### src/source/calc_params.svh
`ifndef CALC_PARAMS_SVH
`define CALC_PARAMS_SVH

// two's complement datapath width
`define CALC_WORD_W      32
`define CALC_STACK_DEPTH 8

// ten digits hold 2^31
`define CALC_BCD_DIGITS  10
`define CALC_TEXT_LEN    11  // digits plus sign

`endif

### src/source/calc_pkg.sv
`include "calc_params.svh"

package calc_pkg;

    // codes 14 and 15 are not assigned
    typedef enum logic [3:0] {
        KEY_0   = 4'd0,
        KEY_1   = 4'd1,
        KEY_2   = 4'd2,
        KEY_3   = 4'd3,
        KEY_4   = 4'd4,
        KEY_5   = 4'd5,
        KEY_6   = 4'd6,
        KEY_7   = 4'd7,
        KEY_8   = 4'd8,
        KEY_9   = 4'd9,
        KEY_ADD = 4'd10,
        KEY_SUB = 4'd11,
        KEY_MUL = 4'd12,
        KEY_EQU = 4'd13
    } key_code_t;

    typedef enum logic [1:0] {OP_ADD, OP_SUB, OP_MUL, OP_END} op_t;

    typedef logic signed [`CALC_WORD_W-1:0] calc_word_t;

    typedef struct packed {
        logic       is_op;
        op_t        op;     // valid when is_op
        calc_word_t value;  // valid when !is_op
    } token_t;

    typedef logic [3:0] bcd_t;

    localparam logic [7:0] ASCII_BLANK = 8'h20;
    localparam logic [7:0] ASCII_ZERO  = 8'h30;
    localparam logic [7:0] ASCII_MINUS = 8'h2d;

endpackage

### src/source/bcd_convert.sv
`timescale 1ns/1ps
`include "calc_params.svh"

module bcd_convert import calc_pkg::*; (
    input  logic                        rst,
    input  logic                        clk_100hz,
    input  logic                        val_req,
    input  calc_word_t                  val_data,
    output logic                        val_ack,
    output logic                        bcd_valid,
    output logic                        neg,
    output bcd_t [`CALC_BCD_DIGITS-1:0] digit_vec
);

    localparam int W = `CALC_WORD_W;
    localparam int D = `CALC_BCD_DIGITS;

    typedef enum logic [1:0] {S_IDLE, S_SHIFT, S_ACK} state_t;

    state_t               state;
    logic [W-1:0]         mag;
    logic [$clog2(W)-1:0] cnt;
    logic                 start;
    logic                 shift_en;
    logic [D:0]           carry;

    assign start    = (state == S_IDLE) && val_req;
    assign shift_en = (state == S_SHIFT);
    assign carry[0] = mag[W-1];  // magnitude enters msb first

    for (genvar i = 0; i < D; i++)
    begin : g_digit
        bcd_digit u_digit (
            .rst       (rst),
            .clk_100hz (clk_100hz),
            .clear     (start),
            .shift_en  (shift_en),
            .shift_in  (carry[i]),
            .shift_out (carry[i+1]),
            .digit     (digit_vec[i])
        );
    end

    always_ff @(posedge rst or posedge clk_100hz)
    begin
        if (clk_100hz)
        begin
            state     <= S_IDLE;
            cnt       <= '0;
            val_ack   <= 1'b0;
            bcd_valid <= 1'b0;
            neg       <= 1'b0;
        end
        else
        begin
            case (state)
                S_IDLE:
                    if (start)
                    begin
                        neg   <= val_data[W-1];
                        cnt   <= '0;
                        state <= S_SHIFT;
                    end
                S_SHIFT:
                begin
                    cnt <= cnt + 1'b1;
                    if (cnt == W - 1)
                    begin
                        val_ack   <= 1'b1;
                        bcd_valid <= 1'b1;
                        state     <= S_ACK;
                    end
                end
                default:
                begin
                    bcd_valid <= 1'b0;  // single pulse
                    if (!val_req)
                    begin
                        val_ack <= 1'b0;
                        state   <= S_IDLE;
                    end
                end
            endcase
        end
    end

    always_ff @(posedge rst)
    begin
        if (start)
            mag <= val_data[W-1] ? -val_data : val_data;
        else if (shift_en)
            mag <= {mag[W-2:0], 1'b0};
    end

endmodule

### src/source/bcd_digit.sv
`timescale 1ns/1ps

module bcd_digit (
    input  logic       rst,
    input  logic       clk_100hz,
    input  logic       clear,
    input  logic       shift_en,
    input  logic       shift_in,
    output logic       shift_out,
    output logic [3:0] digit
);

    logic [3:0] adj;

    assign adj       = (digit >= 4'd5) ? digit + 4'd3 : digit;  // add-3 before shift
    assign shift_out = adj[3];

    always_ff @(posedge rst or posedge clk_100hz)
    begin
        if (clk_100hz)
            digit <= 4'd0;
        else if (clear)
            digit <= 4'd0;
        else if (shift_en)
            digit <= {adj[2:0], shift_in};
    end

endmodule

### src/source/calc_stack.sv
`timescale 1ns/1ps
`include "calc_params.svh"

module calc_stack import calc_pkg::*; #(
    parameter type T = calc_word_t
) (
    input  logic rst,
    input  logic clk_100hz,
    input  logic push,
    input  logic pop,
    input  T     push_data,
    output T     top,
    output T     next,
    output logic empty,
    output logic full
);

    localparam int AW = $clog2(`CALC_STACK_DEPTH);

    T              mem [`CALC_STACK_DEPTH];
    logic [AW:0]   count;
    logic [AW-1:0] top_idx;
    logic          do_push;
    logic          do_pop;

    assign empty   = (count == '0);
    assign full    = (count == `CALC_STACK_DEPTH);
    assign top_idx = AW'(count - 1'b1);
    assign top     = mem[top_idx];
    assign next    = mem[AW'(count - 2'd2)];  // meaningful with two entries
    assign do_pop  = pop && !empty;
    assign do_push = push && (do_pop || !full);  // push+pop overwrites top

    always_ff @(posedge rst or posedge clk_100hz)
    begin
        if (clk_100hz)
            count <= '0;
        else if (do_push && !do_pop)
            count <= count + 1'b1;
        else if (do_pop && !do_push)
            count <= count - 1'b1;
    end

    always_ff @(posedge rst)
    begin
        if (do_push)
            mem[do_pop ? top_idx : count[AW-1:0]] <= push_data;
    end

endmodule

### src/source/calculator_top.sv
`timescale 1ns/1ps
`include "calc_params.svh"

module calculator_top import calc_pkg::*; (
    input  logic                           rst,
    input  logic                           clk_100hz,
    input  logic                           key_req,
    input  key_code_t                      key_code,
    output logic                           key_ack,
    output logic                           result_req,
    input  logic                           result_ack,
    output logic [`CALC_TEXT_LEN-1:0][7:0] result_char
);

    logic                        calc_done;
    logic                        tok_valid;
    token_t                      tok;
    logic                        tok_ready;
    logic                        pf_valid;
    token_t                      pf_tok;
    logic                        pf_ready;
    logic                        val_req;
    calc_word_t                  val_data;
    logic                        val_ack;
    logic                        bcd_valid;
    logic                        neg;
    bcd_t [`CALC_BCD_DIGITS-1:0] digit_vec;

    key_entry u_key_entry (
        .rst       (rst),
        .clk_100hz (clk_100hz),
        .key_req   (key_req),
        .key_code  (key_code),
        .key_ack   (key_ack),
        .calc_done (calc_done),
        .tok_valid (tok_valid),
        .tok       (tok),
        .tok_ready (tok_ready)
    );

    infix_to_postfix u_infix_to_postfix (
        .rst       (rst),
        .clk_100hz (clk_100hz),
        .tok_valid (tok_valid),
        .tok       (tok),
        .tok_ready (tok_ready),
        .pf_valid  (pf_valid),
        .pf_tok    (pf_tok),
        .pf_ready  (pf_ready)
    );

    postfix_eval u_postfix_eval (
        .rst       (rst),
        .clk_100hz (clk_100hz),
        .pf_valid  (pf_valid),
        .pf_tok    (pf_tok),
        .pf_ready  (pf_ready),
        .val_req   (val_req),
        .val_data  (val_data),
        .val_ack   (val_ack)
    );

    bcd_convert u_bcd_convert (
        .rst       (rst),
        .clk_100hz (clk_100hz),
        .val_req   (val_req),
        .val_data  (val_data),
        .val_ack   (val_ack),
        .bcd_valid (bcd_valid),
        .neg       (neg),
        .digit_vec (digit_vec)
    );

    result_format u_result_format (
        .rst         (rst),
        .clk_100hz   (clk_100hz),
        .bcd_valid   (bcd_valid),
        .neg         (neg),
        .digit_vec   (digit_vec),
        .result_req  (result_req),
        .result_ack  (result_ack),
        .result_char (result_char),
        .calc_done   (calc_done)
    );

endmodule

### src/source/infix_to_postfix.sv
`timescale 1ns/1ps
`include "calc_params.svh"

module infix_to_postfix import calc_pkg::*; (
    input  logic   rst,
    input  logic   clk_100hz,
    input  logic   tok_valid,
    input  token_t tok,
    output logic   tok_ready,
    output logic   pf_valid,
    output token_t pf_tok,
    input  logic   pf_ready
);

    logic   out_free;
    logic   emit;
    logic   op_push;
    logic   op_pop;
    logic   op_empty;
    op_t    op_top;
    token_t emit_tok;

    function automatic logic prec(op_t op);
        return (op == OP_MUL);
    endfunction

    calc_stack #(.T(op_t)) u_op_stack (
        .rst       (rst),
        .clk_100hz (clk_100hz),
        .push      (op_push),
        .pop       (op_pop),
        .push_data (tok.op),
        .top       (op_top),
        .next      (),
        .empty     (op_empty),
        .full      ()
    );

    assign out_free = !pf_valid || pf_ready;

    // each cycle passes an operand, pops an operator or pushes one
    always_comb
    begin
        tok_ready = 1'b0;
        op_push   = 1'b0;
        op_pop    = 1'b0;
        emit      = 1'b0;
        emit_tok  = tok;
        if (tok_valid)
        begin
            if (!tok.is_op)
            begin
                emit      = out_free;
                tok_ready = out_free;
            end
            else if (!op_empty && (tok.op == OP_END || prec(op_top) >= prec(tok.op)))
            begin
                op_pop   = out_free;
                emit     = out_free;
                emit_tok = '{is_op: 1'b1, op: op_top, value: '0};
            end
            else if (tok.op == OP_END)
            begin
                emit      = out_free;  // END goes out once the stack is drained
                tok_ready = out_free;
            end
            else
            begin
                op_push   = 1'b1;
                tok_ready = 1'b1;
            end
        end
    end

    always_ff @(posedge rst or posedge clk_100hz)
    begin
        if (clk_100hz)
            pf_valid <= 1'b0;
        else if (emit)
            pf_valid <= 1'b1;
        else if (pf_ready)
            pf_valid <= 1'b0;
    end

    always_ff @(posedge rst)
    begin
        if (emit)
            pf_tok <= emit_tok;
    end

endmodule

### src/source/key_entry.sv
`timescale 1ns/1ps
`include "calc_params.svh"

module key_entry import calc_pkg::*; (
    input  logic      rst,
    input  logic      clk_100hz,
    input  logic      key_req,
    input  key_code_t key_code,
    output logic      key_ack,
    input  logic      calc_done,
    output logic      tok_valid,
    output token_t    tok,
    input  logic      tok_ready
);

    typedef enum logic [1:0] {S_IDLE, S_NUM, S_OP, S_WAIT} state_t;

    state_t     state;
    calc_word_t operand;  // stays zero if no digit was typed
    op_t        pend_op;
    logic       accept;

    assign accept    = key_req && !key_ack && (state == S_IDLE);
    assign tok_valid = (state == S_NUM) || (state == S_OP);
    assign tok       = '{is_op: (state == S_OP), op: pend_op, value: operand};

    always_ff @(posedge rst or posedge clk_100hz)
    begin
        if (clk_100hz)
        begin
            state   <= S_IDLE;
            key_ack <= 1'b0;
            operand <= '0;
            pend_op <= OP_ADD;
        end
        else
        begin
            if (accept)
                key_ack <= 1'b1;
            else if (!key_req)
                key_ack <= 1'b0;

            case (state)
                S_IDLE:
                    if (accept)
                    begin
                        if (key_code <= KEY_9)
                            operand <= operand * 10 + {{(`CALC_WORD_W-4){1'b0}}, key_code};
                        else if (key_code <= KEY_EQU)
                        begin
                            case (key_code)
                                KEY_ADD: pend_op <= OP_ADD;
                                KEY_SUB: pend_op <= OP_SUB;
                                KEY_MUL: pend_op <= OP_MUL;
                                default: pend_op <= OP_END;
                            endcase
                            state <= S_NUM;  // operand goes out first
                        end
                    end
                S_NUM:
                    if (tok_ready)
                    begin
                        operand <= '0;
                        state   <= S_OP;
                    end
                S_OP:
                    if (tok_ready)
                        state <= (pend_op == OP_END) ? S_WAIT : S_IDLE;
                default:
                    if (calc_done)
                        state <= S_IDLE;
            endcase
        end
    end

endmodule

### src/source/postfix_eval.sv
`timescale 1ns/1ps
`include "calc_params.svh"

module postfix_eval import calc_pkg::*; (
    input  logic       rst,
    input  logic       clk_100hz,
    input  logic       pf_valid,
    input  token_t     pf_tok,
    output logic       pf_ready,
    output logic       val_req,
    output calc_word_t val_data,
    input  logic       val_ack
);

    typedef enum logic [1:0] {S_RUN, S_REQ, S_REL} state_t;

    state_t     state;
    calc_word_t acc;  // logical top of the value stack
    calc_word_t lhs;
    logic       acc_valid;
    logic       v_push;
    logic       v_pop;
    logic       v_empty;

    function automatic calc_word_t apply(op_t op, calc_word_t a, calc_word_t b);
        case (op)
            OP_ADD:  return a + b;
            OP_SUB:  return a - b;
            default: return a * b;  // wraps at word width
        endcase
    endfunction

    calc_stack #(.T(calc_word_t)) u_val_stack (
        .rst       (rst),
        .clk_100hz (clk_100hz),
        .push      (v_push),
        .pop       (v_pop),
        .push_data (acc),
        .top       (lhs),
        .next      (),
        .empty     (v_empty),
        .full      ()
    );

    assign pf_ready = (state == S_RUN);
    assign val_data = acc;
    assign v_push   = pf_ready && pf_valid && !pf_tok.is_op && acc_valid;
    // outside RUN any leftovers are drained
    assign v_pop    = pf_ready ? (pf_valid && pf_tok.is_op && pf_tok.op != OP_END) : !v_empty;

    always_ff @(posedge rst or posedge clk_100hz)
    begin
        if (clk_100hz)
        begin
            state     <= S_RUN;
            acc_valid <= 1'b0;
            val_req   <= 1'b0;
        end
        else
        begin
            case (state)
                S_RUN:
                    if (pf_valid && !pf_tok.is_op)
                        acc_valid <= 1'b1;
                    else if (pf_valid && pf_tok.op == OP_END)
                    begin
                        acc_valid <= 1'b0;
                        val_req   <= 1'b1;
                        state     <= S_REQ;
                    end
                S_REQ:
                    if (val_ack)
                    begin
                        val_req <= 1'b0;
                        state   <= S_REL;
                    end
                default:
                    if (!val_ack)
                        state <= S_RUN;
            endcase
        end
    end

    always_ff @(posedge rst)
    begin
        if (pf_ready && pf_valid && !pf_tok.is_op)
            acc <= pf_tok.value;
        else if (pf_ready && pf_valid && pf_tok.op != OP_END)
            acc <= apply(pf_tok.op, lhs, acc);
    end

endmodule

### src/source/result_format.sv
`timescale 1ns/1ps
`include "calc_params.svh"

module result_format import calc_pkg::*; (
    input  logic                             rst,
    input  logic                             clk_100hz,
    input  logic                             bcd_valid,
    input  logic                             neg,
    input  bcd_t [`CALC_BCD_DIGITS-1:0]      digit_vec,
    output logic                             result_req,
    input  logic                             result_ack,
    output logic [`CALC_TEXT_LEN-1:0][7:0]   result_char,
    output logic                             calc_done
);

    typedef enum logic [1:0] {S_IDLE, S_REQ, S_REL} state_t;

    state_t                         state;
    logic [`CALC_TEXT_LEN-1:0][7:0] line;

    always_comb
    begin
        int msd;
        line = {`CALC_TEXT_LEN{ASCII_BLANK}};
        msd  = 0;  // a zero result keeps one digit
        for (int i = 1; i < `CALC_BCD_DIGITS; i++)
            if (digit_vec[i] != 4'd0)
                msd = i;
        for (int i = 0; i < `CALC_BCD_DIGITS; i++)
            if (i <= msd)
                line[i] = ASCII_ZERO + 8'(digit_vec[i]);
        if (neg)
            line[msd + 1] = ASCII_MINUS;
    end

    always_ff @(posedge rst or posedge clk_100hz)
    begin
        if (clk_100hz)
        begin
            state       <= S_IDLE;
            result_req  <= 1'b0;
            calc_done   <= 1'b0;
            result_char <= {`CALC_TEXT_LEN{ASCII_BLANK}};
        end
        else
        begin
            calc_done <= 1'b0;
            case (state)
                S_IDLE:
                    if (bcd_valid)
                    begin
                        result_char <= line;  // held until the next result
                        result_req  <= 1'b1;
                        state       <= S_REQ;
                    end
                S_REQ:
                    if (result_ack)
                    begin
                        result_req <= 1'b0;
                        state      <= S_REL;
                    end
                default:
                    if (!result_ack)
                    begin
                        calc_done <= 1'b1;
                        state     <= S_IDLE;
                    end
            endcase
        end
    end

endmodule
### config.mk
export PLATFORM = sky130hd
export DESIGN_NAME = calculator_top
export DESIGN_NICKNAME = d
export VERILOG_FILES = /design/src/source/calc_pkg.sv /design/src/source/bcd_convert.sv /design/src/source/bcd_digit.sv /design/src/source/calc_stack.sv /design/src/source/calculator_top.sv /design/src/source/infix_to_postfix.sv /design/src/source/key_entry.sv /design/src/source/postfix_eval.sv /design/src/source/result_format.sv
export VERILOG_INCLUDE_DIRS = /design/src /design/src/source
export SDC_FILE = /design/constraint.sdc
export NUM_CORES = 2
export LEC_CHECK = 0
export ABC_CLOCK_PERIOD_IN_PS = 18400
export BUFFER_PORTS_ARGS = -buffer_cell sky130_fd_sc_hd__clkbuf_2
export CORE_ASPECT_RATIO = 2
export CORE_MARGIN = 8
export CORE_UTILIZATION = 35
export CTS_CLUSTER_SIZE = 28
export DETAILED_ROUTE_END_ITERATION = 7
export PLACE_DENSITY = 0.56
export RECOVER_POWER = 50
export SLEW_MARGIN = 20
export SYNTH_ARGS = -nofsm -noshare
export SYNTH_HDL_FRONTEND = slang
export SYNTH_SLANG_ARGS = --single-unit
### constraint.sdc
create_clock -name rst -period 18.4 [get_ports rst]
set_input_delay 4.6 -clock rst [delete_from_list [all_inputs] [get_ports rst]]
set_output_delay 4.6 -clock rst [all_outputs]
set_load 0.02 [all_outputs]
==> flow_metrics.py <==
metrics = {
    "synth": {
        "synth_top_area_share_pct": 25.4,
        "synthesis.area_um2": 43800,
        "postSynthAreaPerCell_um2": 10.5,
        "synth.ff_latch_count": 526,
        "yosys-top-cells-area": "edfxtp_1, fa_1, dfrtp_1",
        "ys_seq_area_share_pct": 34.3,
        "synth_cells": 4172,
        "synth_ff_type": "edfxtp_1",
        "yosysUniqueCellTypes": 83,
        "yosys_warnings": 0,
        "async_flop_share_pct": 29.5,
        "synth-edff-count": 371,
        "synth_top_area_cell": "edfxtp_1",
    },
    "drt": {
        "vias_per_cell": 5.20,
        "firstDrtPassIters": 5,
        "drc_errors": 0,
        "antenna_left": 0,
        "detail_route.iter0.violations": 1380,
        "post_drt_wl_per_cell_um": 23.3,
        "routed_wl_um": 137000,
        "vias": 30507,
    },
    "floorplan": {
        "fp.dieArea_um2": 138000,
        "ios": 98,
        "dieWidth_um": 266,
        "row_count": 183,
        "die_y_um": 517,
        "start_util_pct": 35.3,
        "core_area_um2": 124000,
    },
    "setup_path": {
        "slowest_delay_ps": 750,
        "worstPathArrival_ps": 11330,
        "cp_data_required_time_ps": 18770,
        "crit_path_max_fanout": 25,
        "crit_family": "adder cells",
        "r2r_cells": 30,
        "r2r_slack_ps": 7450,
        "path_buf_inv": 8,
        "worstReg2RegEnd": "u_postfix_eval.val_data[31]",
        "crit_type": "register to register",
        "crit_path_end_kind": "register",
        "crit_top_cell": "fa_1",
        "r2r_start": "u_postfix_eval.u_val_stack.count[0]",
        "start_kind": "register",
        "critPathSlowestCell": "a2111oi_0",
    },
    "cells_and_area": {
        "layout_commonest_cell": "inv_1",
        "syn_to_final_growth_pct": 8.31,
        "final_cell_count_no_fill": 5867,
        "final_cell_mix": "inv_1, fa_1, edfxtp_1",
        "drive_gt1_share_pct": 6.86,
        "nets": 4859,
        "fillers": 12262,
        "ff_latch_area_um2": 15000,
        "multi_input_area_um2": 25700,
    },
    "hold_path": {
        "min_from": "u_result_format.result_char[4]",
        "min_path_type": "register to register",
        "hold_depth": 1,
        "worstHoldEndpoint": "u_result_format.result_char[4]",
    },
    "grt": {
        "use_met3_pct": 2.23,
        "gr-total-overflow": 0,
        "grt_max_degree": 100,
        "antenna_found_initial": 3,
        "grt_pass1_vias": 33454,
        "grt_usage_pct": 20.0,
        "busiest_layer": "met2",
        "grt_first_pass_wirelength_um": 206000,
        "use_met2_pct": 38.6,
        "met1_usage_pct": 18.4,
    },
    "status": {
        "failed_checks": "capacitance limit, slew limit",
        "outcome": "finished with violations",
    },
    "clock_network": {
        "cts_hold_buf": 0,
        "numCtsBuffers": 46,
        "cts_tree": "yes",
        "clkTransAtPathRegs_ps": 100,
        "clk_root_buffer_cell": "clkbuf_16",
        "cts_setup_buffers": 0,
        "clock-sinks": 526,
        "cts_repair_resize_count": 0,
        "cts_max_path_buffers": 3,
        "h-tree-depth": 2,
        "clk_latency_ps": 620,
    },
    "sta": {
        "final_hold_viol_count": 0,
        "whs_ps": 478,
        "slew_headroom_pct": -109,
        "finalSetupViolations": 0,
        "period_needed_ps": 10950,
        "rsz0062_at_grt": "no",
        "final_max_slew_viol_count": 1247,
        "tightest_slew_ps": 3140,
        "fin_crit_sh_pct": 59.5,
        "setup_tns_ps": 0,
        "fin_skew_ps": 31.7,
        "max_clock_freq_mhz": 91.3,
    },
    "placement": {
        "dp_hpwl_um": 101000,
        "io_buffers": 62,
        "post-place-cells": 5779,
        "gp_congestion": 0.968,
    },
    "flow_run": {
        "maxCapViolCount": 35,
    },
}
-- synthesized netlist by cell type (7+ instances only) --
master    count
nand3b_1      8
a221o_1       9
nand4_1      14
buf_2        10
or2_2         7
mux2i_1      41
dfrtp_1     155
nor2b_1      66
nor3_1       30
mux4_2       68
o22ai_1      18
buf_1        14
buf_4        37
nor4_1        8
a211oi_1     11
a22o_1       21
fa_1        411
and3_1       16
or3_1        18
a32o_1       11
inv_1       597
o21a_1       24
ha_1        278
o21ai_0     126
and2_1      292
a21o_1       46
nor2_1      237
edfxtp_1    371
clkbuf_1    172
a31oi_1      23
o31ai_1      42
nand2b_1     34
nor3b_1      13
mux2_2       10
nand3_1      46
xnor2_1     139
xor2_1      101
or4_1         8
a21oi_1     170
o21bai_1     13
o211ai_1      7
nand2_1     369
-- sequential cells by signal (all words and copies together), names as in the netlist, 2 cells and up --
signal / cells
u_postfix_eval.u_val_stack.count: 4
u_postfix_eval.u_val_stack.mem: 256
u_postfix_eval.val_data: 32
u_bcd_convert.cnt: 5
u_key_entry.state: 2
u_result_format.result_char: 51
u_key_entry.pend_op: 2
u_infix_to_postfix.u_op_stack.count: 4
u_infix_to_postfix.pf_tok: 35
u_key_entry.operand: 32
u_bcd_convert.g_digit.u_digit.digit: 40
u_bcd_convert.mag: 32
u_result_format.state: 2
u_infix_to_postfix.u_op_stack.mem: 16
u_bcd_convert.state: 2
u_postfix_eval.state: 2
-- per-layer routing --
layer	share of wire [%]	wire length, um	up-vias
met5	0	0	-
met4	10	14000	0
met3	3.7	5020	527
met2	55	74500	934
met1	32	43100	15388
li1	-	-	13658
-- worst max-delay path by stage --
stage	from	end	slack, ps	cells past startpoint
after floorplan	u_postfix_eval.u_val_stack.count[0]	u_postfix_eval.val_data[31]	8240	38
after global placement	u_postfix_eval.u_val_stack.count[0]	u_postfix_eval.val_data[31]	7500	29
after detailed placement	u_postfix_eval.u_val_stack.count[0]	u_postfix_eval.val_data[31]	7430	29
after CTS	u_postfix_eval.u_val_stack.count[0]	u_postfix_eval.val_data[31]	7410	29
after global routing	u_postfix_eval.u_val_stack.count[0]	u_postfix_eval.val_data[31]	6980	29
final	u_postfix_eval.u_val_stack.count[0]	u_postfix_eval.val_data[31]	7450	30
-- kinds of logic (layout without fill, tap and decap cells) --
| family | after synthesis | count (layout) | share of synthesized area [%] |
|---|---|---|---|
| AND/OR/NAND/NOR | 1185 | 1185 | 13.5 |
| multiplexers | 119 | 119 | 4.69 |
| XOR/XNOR | 243 | 243 | 4.93 |
| buffers and inverters | 837 | 832 | 7.55 |
| AO/OA/AOI/OAI | 571 | 571 | 8.35 |
| adder cells (fa/ha/maj) | 689 | 689 | 26.7 |
| flip-flops | 526 | 526 | 34.3 |
| other | 2 | 37 | 0.0171 |
-- worst reg2reg max path: cells and delay by family (launching register included) --
family / cells / cell delay (ps)
AO/OA/AOI/OAI: 8 / 2270
flip-flops: 1 / 470
buffers and inverters: 8 / 1810
adder cells (fa/ha/maj): 10 / 4750
XOR/XNOR: 2 / 690
multiplexers: 1 / 280
AND/OR/NAND/NOR: 1 / 450
-- metrics by stage --
step                worst slack [ps]  utilization (%)  area [um2]
floorplan                       8240                -       44000
global placement                7500             37.0       46000
detailed placement              7430             37.0       46000
CTS                             7410             38.3       47700
global route                    6980             38.2       47500
finish                          7450             38.2       47500
-- final cells by class --
cell class              instances  area share [%]
multi-input cells            2842            54.2
clock buffers                  53            2.52
diodes                          2          0.0105
well taps                    1665            4.39
flip-flops and latches        526            31.6
repair buffers                145            1.62
clock inverters                33           0.893
inverters                     601            4.76
Power is not shown: default switching activity piles up to over one toggle a cycle in this logic, so the estimate is an artifact.
